## src/include/proc_cfg.svh

```systemverilog
`ifndef PROC_CFG_SVH
`define PROC_CFG_SVH

// Data path and address width
`define PROC_XLEN 16

// Instruction memory, in words
`define PROC_IMEM_DEPTH 256
`define PROC_IMEM_AW 8

// First fetch address after reset
`define PROC_RESET_PC 16'h0000

`endif

```

## src/rtl/procPkg.sv

```systemverilog
`include "proc_cfg.svh"

package procPkg;

    // Opcode field is instr[15:11]
    typedef enum logic [4:0] {
        opHalt = 5'b00000,
        opNop  = 5'b00001,
        opJ    = 5'b00100,
        opAddi = 5'b01000,
        opBeqz = 5'b01100,
        opBnez = 5'b01101,
        opSt   = 5'b10000,
        opLd   = 5'b10001,
        opLbi  = 5'b11000,
        opAlu  = 5'b11011
    } opcodeT;

    // ALU operation classes
    localparam logic [1:0] aluAdd = 2'd0;
    localparam logic [1:0] aluFunct = 2'd1;
    localparam logic [1:0] aluImm = 2'd2;

    typedef struct packed {
        logic [1:0] aluOp;
        logic       aluSrc;
        logic       memRead;
        logic       memWrite;
        logic       regWrite;
        logic       branch;
        logic       branchNe;
        logic       jump;
        logic       halt;
        logic       illegal;
    } ctrlT;

    typedef struct packed {
        logic [`PROC_XLEN-1:0] pc;
        logic [15:0]           instr;
        logic                  valid;
    } ifIdT;

    typedef struct packed {
        logic [`PROC_XLEN-1:0] pc;
        logic [`PROC_XLEN-1:0] rsData;
        logic [`PROC_XLEN-1:0] rtData;
        logic [`PROC_XLEN-1:0] imm;
        logic [1:0]            funct;
        logic [2:0]            rs;
        logic [2:0]            rt;
        logic [2:0]            rd;
        logic                  rsUsed;
        logic                  rtUsed;
        ctrlT                  ctrl;
        logic                  valid;
    } idExT;

    typedef struct packed {
        logic [`PROC_XLEN-1:0] aluRes;
        logic [`PROC_XLEN-1:0] storeData;
        logic [2:0]            rd;
        ctrlT                  ctrl;
        logic                  valid;
    } exMemT;

    typedef struct packed {
        logic [`PROC_XLEN-1:0] result;
        logic [2:0]            rd;
        logic                  regWrite;
        logic                  halt;
        logic                  illegal;
        logic                  valid;
    } memWbT;

    typedef enum logic [1:0] {
        none      = 2'd0,
        fromExMem = 2'd1,
        fromMemWb = 2'd2
    } fwdSelT;

    // Register sources an opcode reads, as {rs, rt}
    // ST reads its data register through the rt field
    function automatic logic [1:0] srcUse(input logic [4:0] op);
        case (op)
            opAlu, opSt: srcUse = 2'b11;
            opAddi, opLd, opBeqz, opBnez: srcUse = 2'b10;
            default: srcUse = 2'b00;
        endcase
    endfunction

endpackage

```

## src/rtl/pipeCtrlIf.sv

```systemverilog
`timescale 1ns/10ps

interface pipeCtrlIf;
    logic            stallFront;
    logic            bubbleEx;
    logic            stallAll;
    logic            flushFront;
    procPkg::fwdSelT fwdA;
    procPkg::fwdSelT fwdB;
    logic            memBusy;

    modport hazard (
        output stallFront, bubbleEx, stallAll, fwdA, fwdB,
        input  memBusy
    );
    modport fetchSide (input stallFront, stallAll);
    modport exSide (input fwdA, fwdB, output flushFront);
    modport memSide (output memBusy);
    modport regSide (input stallFront, bubbleEx, stallAll, flushFront);
endinterface

```

## src/rtl/execute.sv

```systemverilog
`timescale 1ns/10ps
`include "proc_cfg.svh"

module execute (
    input  procPkg::idExT         idEx,
    input  logic [`PROC_XLEN-1:0] exMemFwd,
    input  logic [`PROC_XLEN-1:0] memWbFwd,
    pipeCtrlIf.exSide             ctl,
    output procPkg::exMemT        exMem,
    output logic                  redirect,
    output logic [`PROC_XLEN-1:0] redirectPc
);

    logic [`PROC_XLEN-1:0] opA;
    logic [`PROC_XLEN-1:0] opB;
    logic [`PROC_XLEN-1:0] aluB;
    logic [`PROC_XLEN-1:0] aluRes;
    logic                  taken;
    logic                  spin;

    function automatic logic [`PROC_XLEN-1:0] pickOperand(
        input procPkg::fwdSelT       sel,
        input logic [`PROC_XLEN-1:0] regVal,
        input logic [`PROC_XLEN-1:0] exVal,
        input logic [`PROC_XLEN-1:0] wbVal
    );
        case (sel)
            procPkg::fromExMem: return exVal;
            procPkg::fromMemWb: return wbVal;
            default: return regVal;
        endcase
    endfunction

    assign opA = pickOperand(ctl.fwdA, idEx.rsData, exMemFwd, memWbFwd);
    assign opB = pickOperand(ctl.fwdB, idEx.rtData, exMemFwd, memWbFwd);
    assign aluB = idEx.ctrl.aluSrc ? idEx.imm : opB;

    always_comb begin
        case (idEx.ctrl.aluOp)
            procPkg::aluFunct: begin
                case (idEx.funct)
                    2'b00: aluRes = opA + aluB;
                    2'b01: aluRes = opA - aluB;
                    2'b10: aluRes = opA ^ aluB;
                    default: aluRes = opA & aluB;
                endcase
            end
            procPkg::aluImm: aluRes = idEx.imm;
            default: aluRes = opA + aluB;
        endcase
    end

    // Branch tests the forwarded rs
    assign taken = idEx.valid && (idEx.ctrl.jump ||
        (idEx.ctrl.branch && ((opA == '0) != idEx.ctrl.branchNe)));

    // HALT and illegal refetch themselves until the top flags stop fetch,
    // so nothing younger ever reaches memory
    assign spin = idEx.valid && (idEx.ctrl.halt || idEx.ctrl.illegal);

    assign redirect = taken || spin;
    assign redirectPc = spin ? idEx.pc : idEx.pc + `PROC_XLEN'd1 + idEx.imm;
    assign ctl.flushFront = redirect;

    always_comb begin
        exMem.aluRes = aluRes;
        exMem.storeData = opB;
        exMem.rd = idEx.rd;
        exMem.ctrl = idEx.ctrl;
        exMem.valid = idEx.valid;
    end

endmodule

```

## src/flat_wrapper.sv

```systemverilog
// flat-port wrapper written by rule: the top's interface ports become plain ports
module execute_flat 
  (idEx, exMemFwd, memWbFwd, exMem, redirect, redirectPc, ctl_fwdA, ctl_fwdB, ctl_flushFront);
  pipeCtrlIf ctl_i ();
  input  procPkg::idExT idEx;
  input  logic [`PROC_XLEN-1:0] exMemFwd;
  input  logic [`PROC_XLEN-1:0] memWbFwd;
  output procPkg::exMemT exMem;
  output logic redirect;
  output logic [`PROC_XLEN-1:0] redirectPc;
  input wire logic [$bits(ctl_i.fwdA)-1:0] ctl_fwdA;
  input wire logic [$bits(ctl_i.fwdB)-1:0] ctl_fwdB;
  output wire logic [$bits(ctl_i.flushFront)-1:0] ctl_flushFront;
  assign ctl_i.fwdA = ctl_fwdA;
  assign ctl_i.fwdB = ctl_fwdB;
  assign ctl_flushFront = ctl_i.flushFront;
  execute u_core (.idEx(idEx), .exMemFwd(exMemFwd), .memWbFwd(memWbFwd), .ctl(ctl_i), .exMem(exMem), .redirect(redirect), .redirectPc(redirectPc));
endmodule
```

## config.mk

```make
export PLATFORM = sky130hd
export DESIGN_NAME = execute_flat
export DESIGN_NICKNAME = d
export VERILOG_FILES = /design/src/rtl/procPkg.sv /design/src/rtl/pipeCtrlIf.sv /design/src/rtl/execute.sv /design/src/flat_wrapper.sv
export VERILOG_INCLUDE_DIRS = /design/src /design/src/include
export SDC_FILE = /design/constraint.sdc
export NUM_CORES = 1
export LEC_CHECK = 0
export ABC_AREA = 1
export BUFFER_PORTS_ARGS = -buffer_cell sky130_fd_sc_hd__buf_2
export CAP_MARGIN = 20
export CORE_AREA = 2 2 103 105
export DETAILED_ROUTE_END_ITERATION = 8
export DIE_AREA = 0 0 105 107
export PLACE_DENSITY = 0.8
export SLEW_MARGIN = 20
export SYNTH_ARGS = -nofsm -noshare
export SYNTH_HDL_FRONTEND = slang
export SYNTH_SLANG_ARGS = --single-unit
```

## constraint.sdc

```tcl
create_clock -name vclk -period 3.55
set_clock_uncertainty 0.15 [all_clocks]
set_input_delay 0.355 -clock vclk [all_inputs]
set_output_delay 0.355 -clock vclk [all_outputs]
set_load 0.05 [all_outputs]
```

Word level (Yosys, flattened, before mapping)
Index checks and enable logic that the tools add are counted.
{"block": "totals", "inputBits": 125, "elab_cells": 29, "reg_bits": 0}
{"block": "op_classes", "n_reduce_logical": 8, "bitwise_logic": 2, "n_mux": 6, "n_eq_ne": 9, "addsub": 4}
{"cell": "$pmux W16 S2", "count": 3}
{"cell": "$pmux W16 S3", "count": 1}
{"cell": "$add A16 B16 Y16", "count": 2}
{"cell": "$mux W16", "count": 2}
{"cell": "$add A16 B1 Y16 const B", "count": 1}
{"cell": "$and A16 B16 Y16", "count": 1}
{"cell": "$logic_not A16 Y1", "count": 1}
{"cell": "$sub A16 B16 Y16", "count": 1}
{"cell": "$xor A16 B16 Y16", "count": 1}
{"cell": "$eq A2 B1 Y1 const B", "count": 4}
{"cell": "$eq A2 B2 Y1 const B", "count": 4}
{"cell": "$logic_and A1 B1 Y1", "count": 3}
{"cell": "$logic_or A1 B1 Y1", "count": 3}
{"cell": "$logic_not A2 Y1", "count": 1}
{"cell": "$ne A1 B1 Y1", "count": 1}

Depth between registers and ports, before layout
Gate-level depths: netlist of run 1.
{"block": "depth", "ltp_word": 8, "ltp_mapped": 24, "depth_no_buf": 23}

Least setup slack after synthesis of run 1
No wires, ideal clock.
{"block": "synth_path", "path_type": "input port to output port", "start": "input port ctl_fwdB[0]", "end": "output port exMem[37] (netlist bit)", "t_arrival_ns": 4.245, "t_required_ns": 3.045, "path_slack_ns": -1.200, "stages": 20, "cell_sequence": "inv_1 > ha_1 > buf_2 > inv_1 > buf_2 > nor2_1 > a21oi_1 > o21ai_1 > inv_1 > fa_1 > inv_1 > nand3_1 > nand3_1 > nand2_1 > nand2_1 > nand2_1 > nand3_1 > o211ai_1 > a21boi_0 > o21ai_0"}
{"item": "start: declaration", "line": "flat_wrapper.sv:12", "rtl": "input wire logic [$bits(ctl_i.fwdB)-1:0] ctl_fwdB;"}
{"item": "end: declaration", "line": "flat_wrapper.sv:8", "rtl": "output procPkg::exMemT exMem;"}

==> flow_summary_export.csv, run 1 <==
group,metric,value,unit
pwr,ir_worst_vdd,0.285,mV
global_routing,grt.met2_usage,59.8,%
final_layout,drive_gt1_share,44.3,%
global_routing,grt_overflow,0,
setup_path,endpoint_kind,"output port",
status,failed_checks,"setup timing",
route,first_pass_iters,5,
route,wl_per_cell,16.0,um
pwr,switching_share,60.8,%
final_layout,multi_input_area,4720,um2
sta,period_share,103,%
synth,yosysUniqueCellTypes,44,
status,status,"complete, but fails checks",
global_routing,grt_pass1_vias,6562,
pwr,switchingPower,1620,uW
route,drt-initial-drc-count,586,
final_layout,n_sequential_cell,0,
route,vias,7320,
sta,finalSetupViolCount,5,
sta,max_slew_margin,51.9,%
route,ant_nets,0,
sta,min_period,3.66,ns
synth,yosys-top-cells-area,"nand2_1 (21%), ha_1 (14%), inv_1 (11%)",
pwr,p_clk_share,0,%
sta,report.final.slew_viol_count,0,
global_routing,grt_use_met3,1.82,%
setup_path,cp_data_required_time,3.04,ns
pwr,seqPwrFrac,0,%
global_routing,grt_start_max_net_pins,25,
route,drt-total-wl,21000,um
synth,ys_seq_area_share,0,%
synth,synth_top_area_share,20.8,%
final_layout,layout.clock_buffers,0,
pwr,comb_power_share,100.0,%
synth,netlist_instances,906,
floorplan,initial_core_util,46.0,%
synth,netlist_area,4650,um2
synth,synth_fp_nets,1087,
sta,worst_pin_slew,0.721,ns
floorplan,ioPinCount,190,
final_layout,nNetsFinal,1357,
floorplan,dieArea,11200,um2
setup_path,crit_type,"in2out",
floorplan,fp.dieW,105,um
setup_path,crit_buf_inv,5,
job,drv_cap,0,
sta,rsz0062_at_grt,"true",
synth,post-synth-top-area-cell,"nand2_1",
global_routing,antenna_found_initial,0,
hold_path,hp-class,"in2out",
setup_path,crit_chain,"buf_8, buf_4, ha_4, buf_4, a21oi_1, o21ai_0, o21ai_2, o21ai_2, ha_4, inv_2, nor2_2, nand2_1, nor2_1, nand2_1, nand4_1, nand3_1, nand3_2, nand2_2, a21oi_4, buf_6",
sta,hold_violations,0,
final_layout,area_growth_syn_to_layout,61.6,%
placement,gp_congestion,1.04,
placement,portBuffers,170,
floorplan,core-area,10100,um2
sta,timing.final.ws_setup,-0.106,ns
setup_path,max_stage_delay,0.37,ns
final_layout,utilization,74.4,%
final_layout,nFillCells,821,
route,vias_per_cell,5.59,
global_routing,gr-usage-met1,39.8,%
final_layout,area.sequential,0,um2
global_routing,grt.busiest_layer,"met2",
floorplan,placementRows,37,
setup_path,cp_top_family,"simple AND/OR/NAND/NOR gates",
route,drc,0,
floorplan,fp.dieH,107,um
pwr,p_per_area,355,nW/um2
sta,setup_tns,-0.217,ns
pwr,intPower,1040,uW
global_routing,grt_use_total,32.7,%
synth,avgSynthCellArea,5.13,um2
setup_path,startpoint_type,"input port",
global_routing,grt_pass1_wl,30300,um
synth,yosys_warnings,0,
sta,max_clock_freq,274,MHz
final_layout,antenna_cells,0,
pwr,leakage,0.00402,uW
setup_path,cp_slowest_cell,"ha_4",
placement,post-dp-hpwl,15600,um
setup_path,worst-path-max-fanout,8,
setup_path,arrival,3.15,ns
cts,cts_hold_buf,0,
-- power by group through the flow --
stage	combinational [uW]	clock, uW	sequential, uW
2_1_floorplan	1470	0	0
5_1_grt	2840	0	0
3_3_place_gp	2180	0	0
4_1_cts	2350	0	0
3_5_place_dp	2200	0	0
6_report	2660	0	0
-- final timing paths --
kind	from	end	cells after the start
min	idEx[6]	exMem[6]	0
max	ctl_fwdB[0]	exMem[43]	20
-- cell usage in the layout, fill, tap and decap left out, types with 5 or more instances in the layout --
master	n
o211ai_1	5
ha_2	7
inv_2	20
nand3_1	65
nor2_4	7
buf_6	13
a21oi_2	28
nand2_1	231
ha_4	14
nand3_2	14
buf_2	156
a21oi_4	21
o21ai_2	23
nor2_1	43
o21ai_0	33
nor2_2	17
buf_4	143
ha_1	32
o21ai_1	22
xor2_1	5
nand2_2	28
nand4_1	6
a21oi_1	50
nor3_1	6
inv_1	122
-- through the flow --
step / total power, uW / setup slack (ns) / hold WS, ns / cell area (um2) / cells
6_report: 2660 / -0.106 / 0.560 / 7510 / 1310
5_1_grt: 2840 / -0.264 / 0.560 / 7510 / 1310
4_1_cts: 2350 / -0.0427 / 0.560 / 6930 / 1300
3_5_place_dp: 2200 / -0.496 / 0.560 / 6620 / 1291
3_3_place_gp: 2180 / -0.482 / 0.560 / 6620 / 1291
2_1_floorplan: 1470 / 0.00320 / 0.727 / 4960 / 906
-- metal layers --
layer | vias to the layer above | wire, um
li1 | 3482 | -
met1 | 3288 | 8000
met2 | 443 | 9980
met3 | 107 | 1800
met4 | 0 | 1180
met5 | - | 0
-- cells in the mapped netlist, types with 2 or more instances --
library cell / n
nor2_2: 8
or2_2: 2
clkbuf_1: 18
a21oi_1: 94
a21o_1: 3
nand2_1: 258
inv_1: 131
o211ai_1: 5
o31ai_1: 2
nand2_2: 3
a21boi_1: 2
a21boi_0: 3
or2_0: 3
xor2_1: 5
o21ai_1: 20
a22oi_1: 4
o21bai_1: 4
and2_1: 4
o21ai_2: 3
buf_2: 8
nor3_1: 8
o21ai_0: 59
a21oi_2: 5
xnor2_1: 3
inv_2: 14
fa_1: 3
buf_4: 19
a221o_1: 3
buf_6: 3
nand3_1: 80
nor2_1: 59
ha_1: 53
nand4_1: 6
-- kinds of logic after synthesis --
group	synth area share, %
xor+xnor	1.51
fa+ha+maj	15.6
compound gates	25.8
simple gates	39.0
mux	0.242
buf+inv	17.9
-- cell type report --
class / instances / share of cell area, %
repair buffers: 315 / 27.2
multi-input cells: 712 / 62.9
well taps: 136 / 2.27
repair inverters: 1 / 0.0833
inverters: 146 / 7.53
-- what timing repair did --
action                                  CTS  global route
pin swaps                                11            34
endpoints found under the setup margin   13            13
setup buffers                             8            10
cloned                                    1             0
gates resized for setup                  78           132
endpoints found under the hold margin     0             0
Power figures use the tool's default switching activity.
==> run 2: changes to the inputs <==
- ABC_AREA: 1 -> unset
- CAP_MARGIN: 20 -> 10
- CORE_AREA: 2 2 103 105 -> 2 2 99 101
- DIE_AREA: 0 0 105 107 -> 0 0 101 103
==> run 2 against run 1 <==
  * The flow still finishes with violations (setup timing)
  * Sequential cell count did not move
  * Global-route usage is 4.1 points higher
  * Die area is 7.4% lower
  * Synthesized cell count fell by 26%
  * Clock-buffer cell count unchanged
  * Non-clock buffer count up 44
  * First-iteration DRC count rose by 20%
  * Critical path depth down 4
  * Total power decreased by 5.6%
  * Via count down 4.0%
  * Final area decreased by 1.6%
  * Critical endpoint is now exMem[46]
  * Largest cell class unchanged
  * Highest routed layer unchanged
==> flow_summary_export.csv, run 2 <==
group,metric,value,unit
final_layout,drive_gt1_share,49.0,%
setup_path,arrival,4.01,ns
route,wl_per_cell,21.8,um
sta,period_share,127,%
global_routing,grt_pass1_vias,6197,
pwr,p_per_area,340,nW/um2
synth,synth.top_cells.by_count,"a21oi_1 (72), nand2_1 (70), nor2_1 (70)",
placement,postPlaceCellArea,6360,um2
final_layout,layout.clock_buffers,0,
floorplan,fp.dieW,101,um
pwr,finalPower,2510,uW
setup_path,crit_top_cell,"o21a_1",
placement,portBuffers,170,
placement,post-dp-hpwl,14500,um
setup_path,cp_slowest_cell,"a21oi_1",
synth,netlist_instances,673,
route,drt-initial-drc-count,701,
setup_path,path_depth,16,
placement,gp_congestion,0.955,
final_layout,n_sequential_cell,0,
route,vias_per_cell,6.46,
floorplan,fp.dieH,103,um
global_routing,antenna_found_initial,0,
setup_path,crit_type,"in2out",
setup_path,startpoint_type,"input port",
final_layout,final_cell_mix,"buf_4 (174), buf_2 (151), nand2_1 (69), nor2_1 (63), a21oi_1 (53)",
synth,netlist_area,4170,um2
synth,synth_fp_nets,854,
pwr,ir_worst_vdd,0.187,mV
setup_path,cp_top_family,"compound AO/OA/AOI/OAI gates",
synth,yosys_warnings,0,
floorplan,ioPinCount,190,
sta,finalSetupViolCount,17,
floorplan,core-area,9460,um2
pwr,leakage,0.00360,uW
global_routing,grt_overflow,0,
final_layout,antenna_cells,0,
sta,worst_pin_slew,0.734,ns
sta,hold_violations,0,
final_layout,area.sequential,0,um2
route,ant_nets,0,
setup_path,cp_data_required_time,3.04,ns
setup_path,crit_chain,"buf_12, inv_12, ha_4, buf_4, a22oi_1, nor2_1, a21oi_1, o21a_1, ha_1, o311a_1, o31a_1, o21a_1, or3_1, a311o_1, o221ai_4, buf_6",
hold_path,hp-class,"in2out",
sta,min_period,4.52,ns
setup_path,crit_buf_inv,4,
final_layout,finalNonFillerCells,1087,
final_layout,stdcell_area,7390,um2
sta,timing.final.ws_setup,-0.966,ns
floorplan,dieArea,10400,um2
synth,yosys-top-cells-area,"ha_1 (16%), a21oi_1 (8.6%), a22oi_1 (7.0%)",
synth,post-synth-top-area-cell,"ha_1",
sta,report.final.slew_viol_count,0,
setup_path,max_stage_delay,0.41,ns
sta,rsz0062_at_grt,"true",
global_routing,grt_pass1_wl,30600,um
final_layout,nFillCells,573,
floorplan,placementRows,36,
route,drc,0,
route,drt-total-wl,23700,um
global_routing,grt_start_max_net_pins,27,
synth,ys_seq_area_share,0,%
synth,yosysUniqueCellTypes,61,
final_layout,area_growth_syn_to_layout,77.0,%
final_layout,nNetsFinal,1156,
synth,synth_most_common_cell,"a21oi_1",
synth,synth_top_area_share,15.9,%
setup_path,worst-path-max-fanout,7,
job,drv_cap,0,
route,vias,7025,
status,status,"complete, but fails checks",
route,first_pass_iters,6,
status,failed_checks,"setup timing",
hold_path,hold_depth,0,
sta,max_slew_margin,51.1,%
final_layout,final_common_cell,"buf_4",
global_routing,grt_use_total,36.8,%
placement,dp.cells,1052,
floorplan,initial_core_util,44.1,%
sta,max_clock_freq,221,MHz
setup_path,endpoint_kind,"output port",
synth,avgSynthCellArea,6.20,um2
-- run 2: cell count changes after synthesis, moves of 11 or more --
| cell | change |
|---|---|
| a21oi_1 | -22 |
| a22oi_1 | +35 |
| clkbuf_1 | +19 |
| inv_1 | -78 |
| inv_2 | -11 |
| nand2_1 | -188 |
| nand3_1 | -70 |
| nor2_1 | +11 |
| o21a_1 | +14 |
| o21ai_0 | -33 |
| o21ai_1 | +12 |
| xnor2_1 | +17 |
-- run 2: per-layer routing --
metal	global-route usage (%)	routed length, um	vias to the layer above
li1	-	-	3004
met1	42.2	7910	3160
met2	65.7	10800	634
met3	4.75	2670	227
met4	21.1	2370	0
met5	0	0	-
-- run 2: logic make-up (layout without fill, tap and decap cells) --
| kind of cell | Yosys count | in the layout | synth area share [%] |
|---|---|---|---|
| and+or+nand+nor | 207 | 207 | 22.3 |
| muxes | 8 | 8 | 2.07 |
| xor gates and xnor gates | 32 | 32 | 6.71 |
| buffers and inverters | 115 | 415 | 12.0 |
| AOI/OAI and AO/OA | 255 | 255 | 39.6 |
| adders and majority gates | 56 | 56 | 17.3 |
-- run 2: final cells by class --
cell class                      instances  area [um2]  share of cell area [%]
Inverter                               56         228                    3.08
Multi-Input combinational cell        558        4480                    60.7
Tap cell                              114         143                    1.93
Timing Repair Buffer                  359        2540                    34.3
-- run 2: final timing paths --
path                     from   endpoint  slack [ns]
setup / recovery  ctl_fwdB[1]  exMem[46]       -0.97
hold / removal       idEx[14]  exMem[12]        0.56
-- run 2: repair_timing --
action                     in CTS  in global routing
setup endpoints to repair      16                 18
gates resized for setup       115                 55
hold buffers                    0                  0
buffers inserted               22                 16
pin swaps                      57                 46
cloned                          2                  0
-- run 2: stage by stage --
stage	TNS [ns]	worst slack, ns	utilization, %	hold WS (ns)
floorplan	-5.38	-0.793	-	0.727
global placement	-7.96	-0.888	67.2	0.560
detailed placement	-8.77	-1.02	67.2	0.560
CTS	-5.12	-0.718	74.6	0.560
global route	-9.79	-1.01	78.1	0.560
finish	-8.78	-0.966	78.1	0.560
-- run 2: where the power goes --
group	switching [uW]	leakage, uW	internal (uW)
registers	0	0	0
clock network	0	0	0
logic	1470	0.00360	1050
total	1470	0.00360	1050
==> run 3: changes to the inputs <==
- RECOVER_POWER: unset -> 50
==> run 3 against run 2 <==
  * Sequential cell count unchanged
  * The flow still finishes with violations (setup timing)
  * Largest cell class unchanged
  * Critical endpoint unchanged
  * Final cell count unchanged
  * Fmax up 0.22%
  * Final area down 0.32%
==> flow_summary_export.csv, run 3 (synthesis results as in run 2) <==
group,metric,value,unit
floorplan,dieArea,10400,um2
placement,post-dp-hpwl,14500,um
pwr,intPower,1040,uW
final_layout,final_common_cell,"buf_4",
global_routing,antenna_found_initial,0,
floorplan,ioPinCount,190,
sta,finalSetupViolCount,15,
setup_path,path_depth,16,
floorplan,initial_core_util,44.1,%
setup_path,cp_slowest_cell,"a21oi_1",
route,drt-total-wl,23800,um
setup_path,max_stage_delay,0.40,ns
global_routing,grt_pass1_wl,30600,um
global_routing,grt_overflow,0,
sta,rsz0062_at_grt,"true",
pwr,finalPower,2510,uW
floorplan,placementRows,36,
setup_path,cp_top_family,"compound AO/OA/AOI/OAI gates",
final_layout,final_cell_mix,"buf_4 (174), buf_2 (135), nand2_1 (69), nor2_1 (63), a21oi_1 (54)",
pwr,switchingPower,1470,uW
pwr,switching_share,58.5,%
setup_path,arrival,4.00,ns
job,drv_cap,0,
pwr,ir_worst_vdd,0.188,mV
setup_path,crit_buf_inv,4,
final_layout,drive_gt1_share,47.3,%
sta,hold_slack,0.560,ns
pwr,comb_power_share,100.0,%
route,vias_per_cell,6.46,
final_layout,finalNonFillerCells,1087,
route,vias,7020,
setup_path,crit_chain,"buf_12, inv_12, ha_4, buf_4, a22oi_1, nor2_1, a21oi_1, o21a_1, ha_1, o311a_1, o31a_1, o21a_1, or3_1, a311o_1, o221ai_4, buf_6",
route,drt-initial-drc-count,681,
cts,cts_hold_buf,0,
hold_path,hp-class,"in2out",
sta,hold_violations,0,
setup_path,crit_top_cell,"o21a_1",
route,drc,0,
final_layout,antenna_cells,0,
final_layout,area_growth_syn_to_layout,76.5,%
final_layout,area.sequential,0,um2
setup_path,startpoint_type,"input port",
final_layout,utilization,77.9,%
sta,min_period,4.51,ns
pwr,leakage,0.00355,uW
sta,report.final.slew_viol_count,0,
status,status,"complete, but fails checks",
sta,worst_pin_slew,0.760,ns
route,ant_nets,0,
setup_path,endpoint_kind,"output port",
floorplan,core-area,9460,um2
sta,max_slew_margin,49.3,%
final_layout,layout.clock_buffers,0,
global_routing,grt_start_max_net_pins,27,
final_layout,nFillCells,586,
setup_path,cp_data_required_time,3.04,ns
pwr,p_clk_share,0,%
sta,max_clock_freq,222,MHz
sta,timing.final.ws_setup,-0.956,ns
pwr,seqPwrFrac,0,%
route,first_pass_iters,6,
hold_path,hold_depth,0,
sta,period_share,127,%
route,wl_per_cell,21.9,um
final_layout,nNetsFinal,1156,
status,failed_checks,"setup timing",
pwr,p_per_area,341,nW/um2
placement,portBuffers,170,
placement,dp_slack,-1.02,ns
floorplan,fp.dieH,103,um
global_routing,grt_use_total,36.8,%
global_routing,grt_pass1_vias,6197,
placement,gp_congestion,0.955,
final_layout,n_sequential_cell,0,
floorplan,fp.dieW,101,um
placement,dp.cells,1052,
setup_path,crit_type,"in2out",
setup_path,worst-path-max-fanout,7,
## run 3: routing by layer
metal,track usage (%),vias up,part of all wire (%)
met2,65.7,643,46
li1,-,3006,-
met3,4.75,209,11
met1,42.2,3162,33
met5,0,-,0
met4,21.1,0,9.5
## run 3: path summary, 6_finish.rpt
kind / endpoint / from
worst max-delay path: exMem[46] / ctl_fwdB[1]
worst min-delay path: exMem[12] / idEx[14]
## run 3: final cells by class
| type | count | area, um2 | share of cell area (%) |
|---|---|---|---|
| Tap cell | 114 | 143 | 1.94 |
| Multi-Input combinational cell | 558 | 4480 | 60.8 |
| Timing Repair Buffer | 359 | 2520 | 34.2 |
| Inverter | 56 | 228 | 3.09 |
## run 3: power by group through the flow
stage,clock network [uW],logic [uW],registers (uW)
final,0,2510,0
after detailed placement,0,2000,0
after CTS,0,2250,0
after global routing,0,2610,0
after global placement,0,1970,0
after floorplan,0,1350,0
## run 3: stage by stage
step / setup TNS (ns) / instance area, um2
4_1_cts: -5.12 / 7050
3_3_place_gp: -7.96 / 6360
5_1_grt: -9.80 / 7370
2_1_floorplan: -5.38 / 4510
6_report: -8.83 / 7370
3_5_place_dp: -8.77 / 6360
## run 3: timing repair
action / 4_1_cts / 5_1_grt
setup endpoints to repair: 16 / 18
cloned: 2 / 0
pin swaps: 57 / 46
buffers inserted: 22 / 16
resized for setup: 115 / 55
