[src/include/proc_cfg.svh]
`ifndef PROC_CFG_SVH
`define PROC_CFG_SVH

// Data path and address width
`define PROC_XLEN 16

// Instruction memory, in words
`define PROC_IMEM_DEPTH 256
`define PROC_IMEM_AW 8

// First fetch address after reset
`define PROC_RESET_PC 16'h0000

`endif

[src/rtl/procPkg.sv]
`include "proc_cfg.svh"

package procPkg;

    // Opcode field is instr[15:11]
    typedef enum logic [4:0] {
        opHalt = 5'b00000,
        opNop  = 5'b00001,
        opJ    = 5'b00100,
        opAddi = 5'b01000,
        opBeqz = 5'b01100,
        opBnez = 5'b01101,
        opSt   = 5'b10000,
        opLd   = 5'b10001,
        opLbi  = 5'b11000,
        opAlu  = 5'b11011
    } opcodeT;

    // ALU operation classes
    localparam logic [1:0] aluAdd = 2'd0;
    localparam logic [1:0] aluFunct = 2'd1;
    localparam logic [1:0] aluImm = 2'd2;

    typedef struct packed {
        logic [1:0] aluOp;
        logic       aluSrc;
        logic       memRead;
        logic       memWrite;
        logic       regWrite;
        logic       branch;
        logic       branchNe;
        logic       jump;
        logic       halt;
        logic       illegal;
    } ctrlT;

    typedef struct packed {
        logic [`PROC_XLEN-1:0] pc;
        logic [15:0]           instr;
        logic                  valid;
    } ifIdT;

    typedef struct packed {
        logic [`PROC_XLEN-1:0] pc;
        logic [`PROC_XLEN-1:0] rsData;
        logic [`PROC_XLEN-1:0] rtData;
        logic [`PROC_XLEN-1:0] imm;
        logic [1:0]            funct;
        logic [2:0]            rs;
        logic [2:0]            rt;
        logic [2:0]            rd;
        logic                  rsUsed;
        logic                  rtUsed;
        ctrlT                  ctrl;
        logic                  valid;
    } idExT;

    typedef struct packed {
        logic [`PROC_XLEN-1:0] aluRes;
        logic [`PROC_XLEN-1:0] storeData;
        logic [2:0]            rd;
        ctrlT                  ctrl;
        logic                  valid;
    } exMemT;

    typedef struct packed {
        logic [`PROC_XLEN-1:0] result;
        logic [2:0]            rd;
        logic                  regWrite;
        logic                  halt;
        logic                  illegal;
        logic                  valid;
    } memWbT;

    typedef enum logic [1:0] {
        none      = 2'd0,
        fromExMem = 2'd1,
        fromMemWb = 2'd2
    } fwdSelT;

    // Register sources an opcode reads, as {rs, rt}
    // ST reads its data register through the rt field
    function automatic logic [1:0] srcUse(input logic [4:0] op);
        case (op)
            opAlu, opSt: srcUse = 2'b11;
            opAddi, opLd, opBeqz, opBnez: srcUse = 2'b10;
            default: srcUse = 2'b00;
        endcase
    endfunction

endpackage

[src/rtl/pipeCtrlIf.sv]
`timescale 1ns/10ps

interface pipeCtrlIf;
    logic            stallFront;
    logic            bubbleEx;
    logic            stallAll;
    logic            flushFront;
    procPkg::fwdSelT fwdA;
    procPkg::fwdSelT fwdB;
    logic            memBusy;

    modport hazard (
        output stallFront, bubbleEx, stallAll, fwdA, fwdB,
        input  memBusy
    );
    modport fetchSide (input stallFront, stallAll);
    modport exSide (input fwdA, fwdB, output flushFront);
    modport memSide (output memBusy);
    modport regSide (input stallFront, bubbleEx, stallAll, flushFront);
endinterface

[src/rtl/hazardUnit.sv]
`timescale 1ns/10ps

module hazardUnit (
    input procPkg::idExT  idEx,
    input procPkg::ifIdT  ifId,
    input procPkg::exMemT exMem,
    input procPkg::memWbT memWb,
    pipeCtrlIf.hazard     ctl
);

    logic [1:0] srcMask;
    logic       loadUse;
    logic       exMemOk;
    logic       memWbOk;

    // EX/MEM first, then MEM/WB
    function automatic procPkg::fwdSelT fwdFor(
        input logic       used,
        input logic [2:0] src,
        input logic       exOk,
        input logic [2:0] exRd,
        input logic       wbOk,
        input logic [2:0] wbRd
    );
        if (used && exOk && exRd == src) begin
            return procPkg::fromExMem;
        end
        if (used && wbOk && wbRd == src) begin
            return procPkg::fromMemWb;
        end
        return procPkg::none;
    endfunction

    assign srcMask = procPkg::srcUse(ifId.instr[15:11]);

    // Load in execute feeding the instruction being decoded
    assign loadUse = idEx.valid && idEx.ctrl.memRead && ifId.valid &&
        ((srcMask[1] && ifId.instr[10:8] == idEx.rd) ||
         (srcMask[0] && ifId.instr[7:5] == idEx.rd));

    // A load in EX/MEM has only its address so far
    assign exMemOk = exMem.valid && exMem.ctrl.regWrite && !exMem.ctrl.memRead;
    assign memWbOk = memWb.valid && memWb.regWrite;

    assign ctl.fwdA = fwdFor(idEx.rsUsed, idEx.rs, exMemOk, exMem.rd, memWbOk, memWb.rd);
    assign ctl.fwdB = fwdFor(idEx.rtUsed, idEx.rt, exMemOk, exMem.rd, memWbOk, memWb.rd);

    assign ctl.stallFront = loadUse;
    assign ctl.bubbleEx = loadUse;
    assign ctl.stallAll = ctl.memBusy;

endmodule

[src/flat_wrapper.sv]
// flat-port wrapper written by rule: the top's interface ports become plain ports
module hazardUnit_flat 
  (idEx, ifId, exMem, memWb, ctl_stallFront, ctl_bubbleEx, ctl_stallAll, ctl_fwdA, ctl_fwdB, ctl_memBusy);
  pipeCtrlIf ctl_i ();
  input procPkg::idExT idEx;
  input procPkg::ifIdT ifId;
  input procPkg::exMemT exMem;
  input procPkg::memWbT memWb;
  output wire logic [$bits(ctl_i.stallFront)-1:0] ctl_stallFront;
  output wire logic [$bits(ctl_i.bubbleEx)-1:0] ctl_bubbleEx;
  output wire logic [$bits(ctl_i.stallAll)-1:0] ctl_stallAll;
  output wire logic [$bits(ctl_i.fwdA)-1:0] ctl_fwdA;
  output wire logic [$bits(ctl_i.fwdB)-1:0] ctl_fwdB;
  input wire logic [$bits(ctl_i.memBusy)-1:0] ctl_memBusy;
  assign ctl_stallFront = ctl_i.stallFront;
  assign ctl_bubbleEx = ctl_i.bubbleEx;
  assign ctl_stallAll = ctl_i.stallAll;
  assign ctl_fwdA = ctl_i.fwdA;
  assign ctl_fwdB = ctl_i.fwdB;
  assign ctl_i.memBusy = ctl_memBusy;
  hazardUnit u_core (.idEx(idEx), .ifId(ifId), .exMem(exMem), .memWb(memWb), .ctl(ctl_i));
endmodule
[config.mk]
export PLATFORM = sky130hd
export DESIGN_NAME = hazardUnit_flat
export DESIGN_NICKNAME = d
export VERILOG_FILES = /design/src/rtl/procPkg.sv /design/src/rtl/pipeCtrlIf.sv /design/src/rtl/hazardUnit.sv /design/src/flat_wrapper.sv
export VERILOG_INCLUDE_DIRS = /design/src /design/src/include
export SDC_FILE = /design/constraint.sdc
export NUM_CORES = 1
export LEC_CHECK = 0
export ABC_CLOCK_PERIOD_IN_PS = 1400
export BUFFER_PORTS_ARGS = -buffer_cell sky130_fd_sc_hd__clkbuf_2
export CAP_MARGIN = 30
export CORE_AREA = 2 2 77 79
export DETAILED_ROUTE_END_ITERATION = 12
export DIE_AREA = 0 0 79 81
export PLACE_DENSITY = 0.52
export REMOVE_ABC_BUFFERS = 1
export SYNTH_ARGS = -nofsm -noshare
export SYNTH_HDL_FRONTEND = slang
export SYNTH_SLANG_ARGS = --single-unit
[constraint.sdc]
create_clock -name vclk -period 1.4
set_clock_uncertainty 0.2 [all_clocks]
set_input_delay 0.07 -clock vclk [all_inputs]
set_output_delay 0.07 -clock vclk [all_outputs]
set_load 0.01 [all_outputs]
# Word-level counts from Yosys, hierarchy flattened
# Cells that the tools add are included.
[word_totals] reg_bits=0 latch_bits=0 ramBits=0 mem_bits_ro=0 out_inout_bits=7 wordCells=47 n_memories=0
[classes] n_addsub=0 multipliers=0 n_div=0 n_lt_le_gt_ge=0 n_eq_ne=12 n_shift=0 n_mux=15 n_bitwise=0 n_reduce_logical=20
[ops] op="== test 3 bit" n=6
[ops] op="logical AND 1 bit" n=16
[ops] op="2-to-1 mux 2 bit" n=8
[ops] op="== test 5 x 4 -> 1 bit, second input constant" n=3
[ops] op="== test 5 bit, second input constant" n=3
[ops] op="2-to-1 mux 1 bit" n=6
[ops] op="case mux 2 bit (2 select lines)" n=1
[ops] op="OR reduction 4 bit" n=1
[ops] op="OR reduction 2 bit" n=1
[ops] op="zero test 1 bit" n=1
[ops] op="logical OR 1 bit" n=1

# Logic depth before layout (Yosys ltp)
# Gate-level depths: netlist (run 1).
[logic_depth] word_depth=8 mapped_depth=5 ltp_nobuf=4

# Worst setup path after synthesis (run 1)
# OpenSTA, ideal clock, no wires.
[synth_timing] path_kind="input port to output port" start="input port ifId[13] (netlist name)" end="output port ctl_stallFront" t_arrival_ns=1.059 setup_slack_ns=0.071 stages=5 path_cell_list="or2_0 > o21ai_1 > a41oi_1 > nor3_1 > buf_4"
[synth_between] elab_chain_len=6 word_cells_on_any_way=13
[synth_rtl] item="start: declaration" line_no="flat_wrapper.sv:6" text="input procPkg::ifIdT ifId;"
[synth_rtl] item="== test 5 x 4 -> 1 bit / == test 5 bit (equally long branches)" line_no="procPkg.sv:84" text="case (op)"
[synth_rtl] item="OR reduction 4 bit / OR reduction 2 bit (equally long branches)" line_no="procPkg.sv:84"
[synth_rtl] item="case mux 2 bit (2 select lines) (*)" line_no="procPkg.sv:84"
[synth_rtl] item="logical AND 1 bit (on tied branches)" line_no="hazardUnit.sv:38, hazardUnit.sv:39"
[synth_rtl] item="logical OR 1 bit (*)" line_no="hazardUnit.sv:38" text="((srcMask[1] && ifId.instr[10:8] == idEx.rd) ||"
[synth_rtl] item="logical AND 1 bit (*)" line_no="hazardUnit.sv:37" text="assign loadUse = idEx.valid && idEx.ctrl.memRead && ifId.valid &&"
[synth_rtl] item="end: declaration" line_no="flat_wrapper.sv:9" text="output wire logic [$bits(ctl_i.stallFront)-1:0] ctl_stallFront;"
# Mark *: on every way between the ends. The rest lies on a longest branch, timed or not.

# Worst setup path in the final report (run 1)
[layout_timing] start="input port exMem[8] (netlist name)" end="output port ctl_fwdA[1]"
[layout_between] elab_chain_len=6
[layout_rtl] item="start: declaration" line_no="flat_wrapper.sv:7" text="input procPkg::exMemT exMem;"
[layout_rtl] item="zero test 1 bit" line_no="hazardUnit.sv:42" text="assign exMemOk = exMem.valid && exMem.ctrl.regWrite && !exMem.ctrl.memRead;"
[layout_rtl] item="logical AND 1 bit" line_no="hazardUnit.sv:42"
[layout_rtl] item="logical AND 1 bit (2 in a row)" line_no="hazardUnit.sv:25" text="if (used && exOk && exRd == src) begin"
[layout_rtl] item="2-to-1 mux 1 bit" line_no="hazardUnit.sv:25"
[layout_rtl] item="2-to-1 mux 2 bit" line_no="hazardUnit.sv:28" text="if (used && wbOk && wbRd == src) begin"
[layout_rtl] item="end: declaration" line_no="flat_wrapper.sv:12" text="output wire logic [$bits(ctl_i.fwdA)-1:0] ctl_fwdA;"
# No other way between the ends.

==> run_results.csv, run 1 <==
group,metric,value,unit
outcome,status,"finished clean",
sta,fmax,0.782,GHz
synthesis,synth_seq_area_share,0,
die,dieArea,6400,µm²
synthesis,synth-simple-area-share,0.335,
final_layout,layout.area.seq,0,µm²
grt,first_global_vias,450,
synthesis,avgSynthCellArea,7.12,µm²
worst_setup_path,cp_slowest_cell,"nor4_1",
worst_setup_path,cp_top_family,"simple AND/OR/NAND/NOR gates",
die,initial_core_util,0.0527,
die,num_io_pins,200,
synthesis,synth_top_family_by_area,"XOR/XNOR gates",
final_layout,final_nets,278,
route,drt_pre_antenna_iters,2,
route,detail_route.iter0.violations,2,
route,drtAntennaViolNets,0,
route,detailroute.via_count,432,
synthesis,synth_area_leader_cell,"xor2_1",
die,core_area,5680,µm²
grt,first_pass_grt_wire_length,1.90,mm
synthesis,yosys_warnings,0,
sta,timing_worst_slew_pin_value,389,ps
synthesis,post_synth_inst_count,42,
worst_setup_path,worstPathBufferInverterCount,2,
placement,detailed_place_hpwl,1.20,mm
final_layout,layout.sequential_cells,0,
sta,totalNegativeSetupSlack,0,ps
worst_setup_path,crit_chain,"clkbuf_2, nand3b_1, nor4_1, nor4_1, clkbuf_2",
worst_setup_path,worst_path_largest_cell_delay,410,ps
worst_setup_path,cp-end-kind,"primary output",
placement,place_congestion,0.619,
synthesis,share_of_synthesized_area_spent_on_multiplexers,0,
final_layout,final.fill_count,683,
grt,grt_max_degree,4,
final_layout,drive_above_1_share,0.518,
die,die_width,79,µm
synthesis,synth_top_cell_area_share,0.293,
placement,placedInstanceArea,588,µm²
sta,finalCriticalPeriod,1280,ps
final_layout,final_area,603,µm²
sta,final-max-slew-violation-count,0,
die,floorplan.rows,28,
synthesis,synth_compound_area_frac,0.0879,
grt,grt_overflow_total,0,
sta,final_min_period_over_clock_period,0.913,
synthesis,post_synth_fa_ha_maj_area_fraction,0,
worst_setup_path,cp_data_required_time,1130,ps
final_layout,insertedDiodeCount,0,
route,drc,0,
worst_setup_path,critical_path_class,"in2out",
pwr,power.leakage,0.266,nW
route,avgRoutedWirePerCell,7.72,µm
sta,finalHoldViolations,0,
worst_hold_path,hold_path_startpoint,"idEx[8]",
final_layout,multiInputGateArea,289,µm²
final_layout,area_delta_synth_final,102,%
sta,finalHoldWorstSlack,262,ps
worst_hold_path,hold_class,"in2out",
route,route.final.wire_length,1.22,mm
die,fp.dieH,81,µm
grt,gr-usage-all-layers,0.0366,
placement,placement.setup.worst_slack,64.8,ps
sta,slew-limit-headroom,0.738,
route,vias_per_cell,2.73,
clock_network,post-cts-setup-buffers,0,
worst_setup_path,worst_setup_path_start,"exMem[8]",
synthesis,synth_top_cells_by_area,"xor2_1 (29%), xnor2_1 (23%), nor3_1 (6.7%)",
synthesis,synth.lib_cells_used.distinct,16,
pwr,fin_total_pwr,0.000136,W
sta,final-setup-viol-count,0,
job,max_cap_violations,0,
pwr,power_density,225,nW/µm²
worst_setup_path,cp_max_fo,2,
pwr,peakVddDrop,0.0000573,V
synthesis,syn-cell-area,299,µm²
grt,antenna_found_initial,0,
sta,worst_slack,122,ps
worst_setup_path,worst_ep_arrival_time,1010,ps
placement,io_buffers,42,
worst_setup_path,timing.critical_path.from_type,"input port",
synthesis,yosys.area_share.xor_xnor,0.527,
sta,unrepaired_setup_endpoints_after_global_routing,"no",
final_layout,final_layout_clock_buffer_total,0,
[cells by family after synthesis]
kind of cell    Yosys count
buf+inv                   2
compound gates            4
simple gates             18
xor+xnor                 18
[what timing repair did]
item                                    in CTS  in global routing
gates resized for setup                      0                  1
hold buffers                                 1                  0
hold endpoints to repair                     1                  0
endpoints found under the setup margin       0                  2
[routing by layer]
metal	part of all wire	vias to the layer above	global-route usage
met5	0	-	0
met4	0	0	0
met3	0.18	0	0.0200
met2	0.44	33	0.0644
met1	0.38	167	0.0417
li1	-	232	-
[cell usage after synthesis]
library cell and n:
a21oi_1 1, nor3_1 4, or2_0 1, nor3b_1 1, buf_4 2, a22oi_1 1
nand3_1 2, o21ai_1 1, nand2_1 3, nand3b_1 1, xnor2_1 8, nor4_1 3
a41oi_1 1, xor2_1 10, nand4_1 2, nor2b_1 1
[cell type report]
type / count / share of cell area
Multi-Input combinational cell: 40 / 0.479
Timing Repair Buffer: 43 / 0.365
Tap cell: 75 / 0.156
[report_power, final]
part / switching [W] / internal [W] / total, W
sequential: 0 / 0 / 0
combinational: 0.0000601 / 0.0000756 / 0.000136
clock: 0 / 0 / 0
total: 0.0000601 / 0.0000756 / 0.000136
[worst paths after layout]
kind	endpoint	slack, ps	depth (start not counted)
setup / recovery	ctl_fwdA[1]	120	5
hold / removal	ctl_stallFront	260	4
[metrics by stage]
step | utilization | instances
2_1_floorplan | - | 40
3_3_place_gp | 0.104 | 157
3_5_place_dp | 0.104 | 157
4_1_cts | 0.105 | 158
5_1_grt | 0.106 | 158
6_report | 0.106 | 158
[cell usage in the layout, fill, tap and decap left out]
cell type and instances:
or2_0 1, xnor2_1 8, nor3b_1 1, nand3_1 2, clkbuf_2 42, a22oi_1 1
nand4_1 2, xor2_1 10, nor3_2 1, o21ai_1 1, nand2_1 3, nor3_1 3
nor2b_1 1, a41oi_1 1, dlygate4sd3_1 1, nand3b_1 1, nor4_1 3, a21oi_1 1
Note: power is estimated with default switching activity, not from simulation.
==> run 2, diff against run 1 <==
--- a/config.mk
+++ b/config.mk
@@ -6,14 +6,17 @@
 export SDC_FILE = /design/constraint.sdc
 export NUM_CORES = 1
 export LEC_CHECK = 0
+export ABC_AREA = 1
 export ABC_CLOCK_PERIOD_IN_PS = 1400
 export BUFFER_PORTS_ARGS = -buffer_cell sky130_fd_sc_hd__clkbuf_2
 export CAP_MARGIN = 30
 export CORE_AREA = 2 2 77 79
 export DETAILED_ROUTE_END_ITERATION = 12
 export DIE_AREA = 0 0 79 81
-export PLACE_DENSITY = 0.52
+export GPL_ROUTABILITY_DRIVEN = 0
+export PLACE_DENSITY = 0.54
 export REMOVE_ABC_BUFFERS = 1
 export SYNTH_ARGS = -nofsm -noshare
 export SYNTH_HDL_FRONTEND = slang
 export SYNTH_SLANG_ARGS = --single-unit
+export TNS_END_PERCENT = 1
==> run 2 against run 1 <==
- die area stayed put
- flip-flop and latch count stayed put
- fmax is 15% higher
- cell count is 20% higher
- cell area is 14% higher
- power is 12% higher
- hold slack better by 9.5 ps
- first-iteration DRC count is 100% higher
- utilization is 1.5 points higher
- clock-buffer cell count stayed put
==> run_results.csv, run 2 <==
group,metric,value,unit
pwr,p_sw_frac,0.474,
synthesis,post_synth_inst_count,73,
route,vias_per_cell,2.93,
synthesis,synth.lib_cells_used.distinct,17,
worst_setup_path,crit_chain,"clkbuf_2, inv_1, a21oi_2, nand3_2, nor2_1, nor2_1, nor2_1, clkbuf_2",
die,dieArea,6400,µm²
grt,grt_max_degree,5,
worst_hold_path,hold_class,"in2out",
synthesis,syn-cell-area,388,µm²
synthesis,synthMostInstantiatedCell,"nand2_1",
sta,slew-limit-headroom,0.868,
placement,placedCellCount,188,
worst_setup_path,timing.critical_path.from_type,"input port",
worst_setup_path,cp-end-kind,"primary output",
worst_setup_path,worst_setup_path_start,"ifId[13]",
placement,io_buffers,42,
pwr,cellInternalPower,0.0000796,W
synthesis,synth_area_leader_cell,"xnor2_1",
worst_setup_path,worstPathBufferInverterCount,3,
grt,grt_overflow_total,0,
pwr,power_frac_clock,0,
grt,first_pass_grt_wire_length,2.28,mm
final_layout,drive_above_1_share,0.404,
final_layout,area_delta_synth_final,77.1,%
pwr,power.leakage,0.375,nW
worst_setup_path,worst_setup_path_endpoint,"ctl_bubbleEx",
final_layout,final_nets,309,
grt,met3_track_utilization_from_global_routing,0.0178,
synthesis,synth_seq_area_share,0,
sta,final_min_period_over_clock_period,0.797,
grt,met2_usage_grt,0.0754,
route,drt_pre_antenna_iters,3,
sta,finalCriticalPeriod,1120,ps
synthesis,synth_top_cell_area_share,0.226,
sta,timing_worst_slew_pin_value,198,ps
route,avgRoutedWirePerCell,7.41,µm
synthesis,avgSynthCellArea,5.31,µm²
worst_setup_path,worst_path_most_repeated_cell,"nor2_1",
final_layout,layout.area.seq,0,µm²
worst_setup_path,cp_top_family,"simple AND/OR/NAND/NOR gates",
sta,unrepaired_setup_endpoints_after_global_routing,"no",
route,drc,0,
worst_setup_path,critical_path_class,"in2out",
worst_setup_path,cp_max_fo,3,
pwr,p_switching,0.0000718,W
final_layout,layout.sequential_cells,0,
grt,antenna_found_initial,0,
sta,fmax,0.896,GHz
sta,final-setup-viol-count,0,
worst_setup_path,cp_data_required_time,1130,ps
sta,final-max-slew-violation-count,0,
clock_network,post_cts.resized_instances,0,
route,detail_route.iter0.violations,4,
worst_setup_path,cp_slowest_cell,"clkbuf_2",
die,num_io_pins,200,
final_layout,insertedDiodeCount,0,
grt,grt.busiest_layer,"met2",
outcome,status,"finished clean",
placement,detailed_place_hpwl,1.36,mm
grt,first_global_vias,531,
pwr,seq_power_share,0,
grt,met1_usage_in_global_routing,0.0543,
route,drtAntennaViolNets,0,
die,die_width,79,µm
synthesis,yosys_warnings,0,
pwr,peakVddDrop,0.0000666,V
sta,finalHoldViolations,0,
route,route.final.wire_length,1.40,mm
die,fp.dieH,81,µm
final_layout,fin_cells,189,
synthesis,synth_commonest_cells,"nand2_1 (20), inv_1 (12), nor2_1 (11), xnor2_1 (10)",
sta,totalNegativeSetupSlack,0,ps
worst_setup_path,worst_path_largest_cell_delay,150,ps
worst_setup_path,worst_ep_arrival_time,850,ps
final_layout,final_common_cell,"clkbuf_2",
pwr,power_density,220,nW/µm²
synthesis,synth_top_cells_by_area,"xnor2_1 (23%), nand2_1 (19%), inv_1 (12%)",
worst_setup_path,crit_cells,8,
die,core_area,5680,µm²
die,initial_core_util,0.0683,
pwr,pwr-share-comb,1.000,
die,floorplan.rows,28,
final_layout,final_layout_clock_buffer_total,0,
final_layout,layout.cells.most_common_list,"clkbuf_2 (42), nand2_1 (20), inv_1 (12)",
route,detailroute.via_count,553,
job,max_cap_violations,0,
grt,gr-usage-all-layers,0.0436,
[run 2: changes by cell type after synthesis, sizes merged, moves of 2 or more]
cell | previous run | this run
xor2 | 10 | 2
nor3 | 4 | 1
xnor2 | 8 | 10
nand2 | 3 | 21
nor4 | 3 | 0
nand3 | 2 | 4
nor2 | 0 | 11
inv | 0 | 12
[run 2: worst min-delay path by stage]
stage,start,endpoint,cells after the start
after CTS,idEx[12],ctl_fwdB[0],4
after detailed placement,ctl_memBusy,ctl_stallAll,0
after floorplan,ctl_memBusy,ctl_stallAll,0
final,idEx[12],ctl_fwdB[0],4
after global placement,ctl_memBusy,ctl_stallAll,0
after global routing,idEx[12],ctl_fwdB[0],4
[run 2: area by class of cell]
| type | instances | area, µm² |
|---|---|---|
| inverter | 12 | 45.0 |
| fill | 707 | 4990 |
| timing repair buffer | 43 | 220 |
| tap | 75 | 93.8 |
| multi-input combinational | 59 | 328 |
[run 2: kinds of logic (layout without fill, tap and decap cells)]
| logic type | after synthesis | after routing | synth area share |
|---|---|---|---|
| buffers and inverters | 14 | 55 | 0.155 |
| AND/OR/NAND/NOR | 42 | 42 | 0.487 |
| XOR/XNOR | 12 | 12 | 0.271 |
| AO/OA/AOI/OAI | 5 | 5 | 0.0871 |
[run 2: per-layer routing]
metal	part of all wire	up-vias
li1	-	305
met1	0.44	219
met2	0.41	29
met3	0.15	0
met4	0	0
met5	0	-
[run 2: per-stage QoR]
stage / total power [W] / setup slack [ps] / instance area [µm²] / hold WS [ps] / util
floorplan: 0.0000735 / 408 / 373 / -60.0 / -
global placement: 0.000149 / 279 / 677 / -59.9 / 0.119
detailed placement: 0.000151 / 266 / 677 / -59.9 / 0.119
CTS: 0.000155 / 265 / 687 / 275 / 0.121
global route: 0.000174 / 150 / 687 / 291 / 0.121
finish: 0.000151 / 284 / 687 / 271 / 0.121
[run 2: what timing repair did]
action	CTS	global route
endpoints found under the hold margin	1	0
buffers inserted	0	0
hold buffers	1	0
[run 2: power by group through the flow]
| stage | clock network, W | registers (W) | logic [W] |
|---|---|---|---|
| after floorplan | 0 | 0 | 0.0000735 |
| after global routing | 0 | 0 | 0.000174 |
| after CTS | 0 | 0 | 0.000155 |
| after detailed placement | 0 | 0 | 0.000151 |
| final | 0 | 0 | 0.000151 |
| after global placement | 0 | 0 | 0.000149 |
[run 2: worst min-delay path: stages]
cell	delay, ps
clkbuf_2	90
nand4_1	70
nor2_1	50
clkbuf_2	120
==> run 3, diff against run 2 <==
--- a/config.mk
+++ b/config.mk
@@ -7,14 +7,14 @@
 export NUM_CORES = 1
 export LEC_CHECK = 0
 export ABC_AREA = 1
-export ABC_CLOCK_PERIOD_IN_PS = 1400
+export ABC_CLOCK_PERIOD_IN_PS = 1000
 export BUFFER_PORTS_ARGS = -buffer_cell sky130_fd_sc_hd__clkbuf_2
 export CAP_MARGIN = 30
-export CORE_AREA = 2 2 77 79
+export CORE_AREA = 2 2 78 80
 export DETAILED_ROUTE_END_ITERATION = 12
-export DIE_AREA = 0 0 79 81
+export DIE_AREA = 0 0 80 82
 export GPL_ROUTABILITY_DRIVEN = 0
-export PLACE_DENSITY = 0.54
+export PLACE_DENSITY = 0.55
 export REMOVE_ABC_BUFFERS = 1
 export SYNTH_ARGS = -nofsm -noshare
 export SYNTH_HDL_FRONTEND = slang
==> constraint.sdc (replaced) <==
create_clock -name vclk -period 1
set_clock_uncertainty 0.2 [all_clocks]
set_input_delay 0.05 -clock vclk [all_inputs]
set_output_delay 0.05 -clock vclk [all_outputs]
set_load 0.01 [all_outputs]
==> run 3 against run 2 <==
- the flow now finishes with violations (setup timing)
- critical endpoint is now ctl_stallFront
- sequential share of layout area is the same
- critical path type unchanged
- utilization grew 2.2 points
- highest routed layer unchanged
- cell area grew 19%
==> run_results.csv, run 3 (synthesized netlist as in run 2, its figures left out) <==
group,metric,value,unit
final_layout,final_area,820,µm²
die,die_width,80,µm
pwr,seq_power_share,0,
pwr,p_sw_frac,0.441,
sta,finalHoldViolations,0,
sta,finalHoldWorstSlack,246,ps
worst_setup_path,cp_data_required_time,750,ps
die,initial_core_util,0.0675,
final_layout,final_nets,309,
worst_setup_path,critical_path_class,"in2out",
sta,worst_slack,-27.3,ps
placement,io_buffers,42,
final_layout,final_common_cell,"clkbuf_2",
grt,gr-usage-all-layers,0.0406,
pwr,power_density,339,nW/µm²
job,max_cap_violations,0,
final_layout,fin_cells,189,
final_layout,layout.cells.most_common_list,"clkbuf_2 (28), nand2_1 (18), xnor2_1 (7), nor2_1 (7)",
outcome,status,"complete, but fails checks",
pwr,power_frac_clock,0,
placement,placedCellCount,188,
worst_hold_path,hold_class,"in2out",
route,drtAntennaViolNets,0,
sta,slew-limit-headroom,0.875,
route,drt_pre_antenna_iters,2,
outcome,failed_checks,"setup timing",
grt,grt_overflow_total,0,
placement,placedInstanceArea,677,µm²
grt,antenna_found_initial,0,
route,vias_per_cell,3.07,
pwr,pwr-share-comb,1.000,
grt,first_pass_grt_wire_length,2.16,mm
grt,first_global_vias,538,
route,detail_route.iter0.violations,5,
sta,final-max-slew-violation-count,0,
pwr,p_switching,0.000123,W
pwr,power.leakage,0.419,nW
grt,met1_usage_in_global_routing,0.0481,
worst_setup_path,cp-end-kind,"primary output",
final_layout,insertedDiodeCount,0,
pwr,cellInternalPower,0.000155,W
placement,detailed_place_hpwl,1.30,mm
sta,final_min_period_over_clock_period,1.03,
grt,grt.busiest_layer,"met2",
die,num_io_pins,200,
route,detailroute.via_count,581,
final_layout,drive_above_1_share,0.561,
clock_network,post-cts-setup-buffers,0,
worst_setup_path,worst_ep_arrival_time,780,ps
worst_setup_path,timing.critical_path.from_type,"input port",
sta,timing_worst_slew_pin_value,187,ps
grt,grt_max_degree,5,
die,core_area,5750,µm²
die,dieArea,6560,µm²
worst_setup_path,cp_max_fo,3,
pwr,fin_total_pwr,0.000278,W
grt,met3_track_utilization_from_global_routing,0.0198,
route,avgRoutedWirePerCell,7.56,µm
final_layout,layout.sequential_cells,0,
sta,fmax,0.973,GHz
die,fp.dieH,82,µm
final_layout,layout.area.seq,0,µm²
route,drc,0,
sta,final-setup-viol-count,3,
sta,totalNegativeSetupSlack,-61.6,ps
sta,unrepaired_setup_endpoints_after_global_routing,"yes",
route,route.final.wire_length,1.43,mm
die,floorplan.rows,28,
final_layout,area_delta_synth_final,111,%
pwr,peakVddDrop,0.000129,V
sta,finalCriticalPeriod,1030,ps
final_layout,final_layout_clock_buffer_total,0,
grt,met2_usage_grt,0.0708,
## run 3: cell types whose count changed in the layout (fill, tap and decap cells not counted), moves of 4 or more
cell      change
buf_2         +5
buf_6         +6
clkbuf_2     -14
inv_1         -7
inv_2         +6
nor2_1        -4
## run 3: layer usage
metal,vias up,share of wire
li1,308,-
met1,234,0.41
met2,39,0.41
met3,0,0.18
met4,0,0
met5,-,0
## run 3: power by group through the flow
stage | sequential, W | combinational, W | clock (W)
after floorplan | 0 | 0.000103 | 0
after global placement | 0 | 0.000208 | 0
after detailed placement | 0 | 0.000212 | 0
after CTS | 0 | 0.000220 | 0
after global routing | 0 | 0.000309 | 0
final | 0 | 0.000278 | 0
## run 3: cell type report
cell class / count / area, µm²
Fill cell: 685 / 4930
Multi-Input combinational cell: 59 / 390
Timing Repair Buffer: 43 / 288
Tap cell: 75 / 93.8
Inverter: 12 / 47.5
## run 3: path summary, 6_finish.rpt
check	startpoint	endpoint	depth (start not counted)
max	ifId[13]	ctl_stallFront	8
min	idEx[12]	ctl_fwdB[0]	4
## run 3: timing repair
| action | 4_1_cts | 5_1_grt |
|---|---|---|
| endpoints found under the hold margin | 1 | 0 |
| gates resized for setup | 2 | 49 |
| hold buffers | 1 | 0 |
| endpoints found under the setup margin | 5 | 6 |
| pin swaps | 1 | 19 |
## run 3: critical path: stages
cell and delay, ps:
buf_8 80, inv_4 30, a21oi_2 130, nand3_2 90, nor2_1 90, nor2_1 60, nor2_2 110, buf_2 130
## run 3: stage by stage
stage	utilization	setup WS (ps)
finish	0.143	-27.3
global route	0.143	-92.5
CTS	0.120	-102
detailed placement	0.118	-97.4
global placement	0.118	-82.7
floorplan	-	48.0
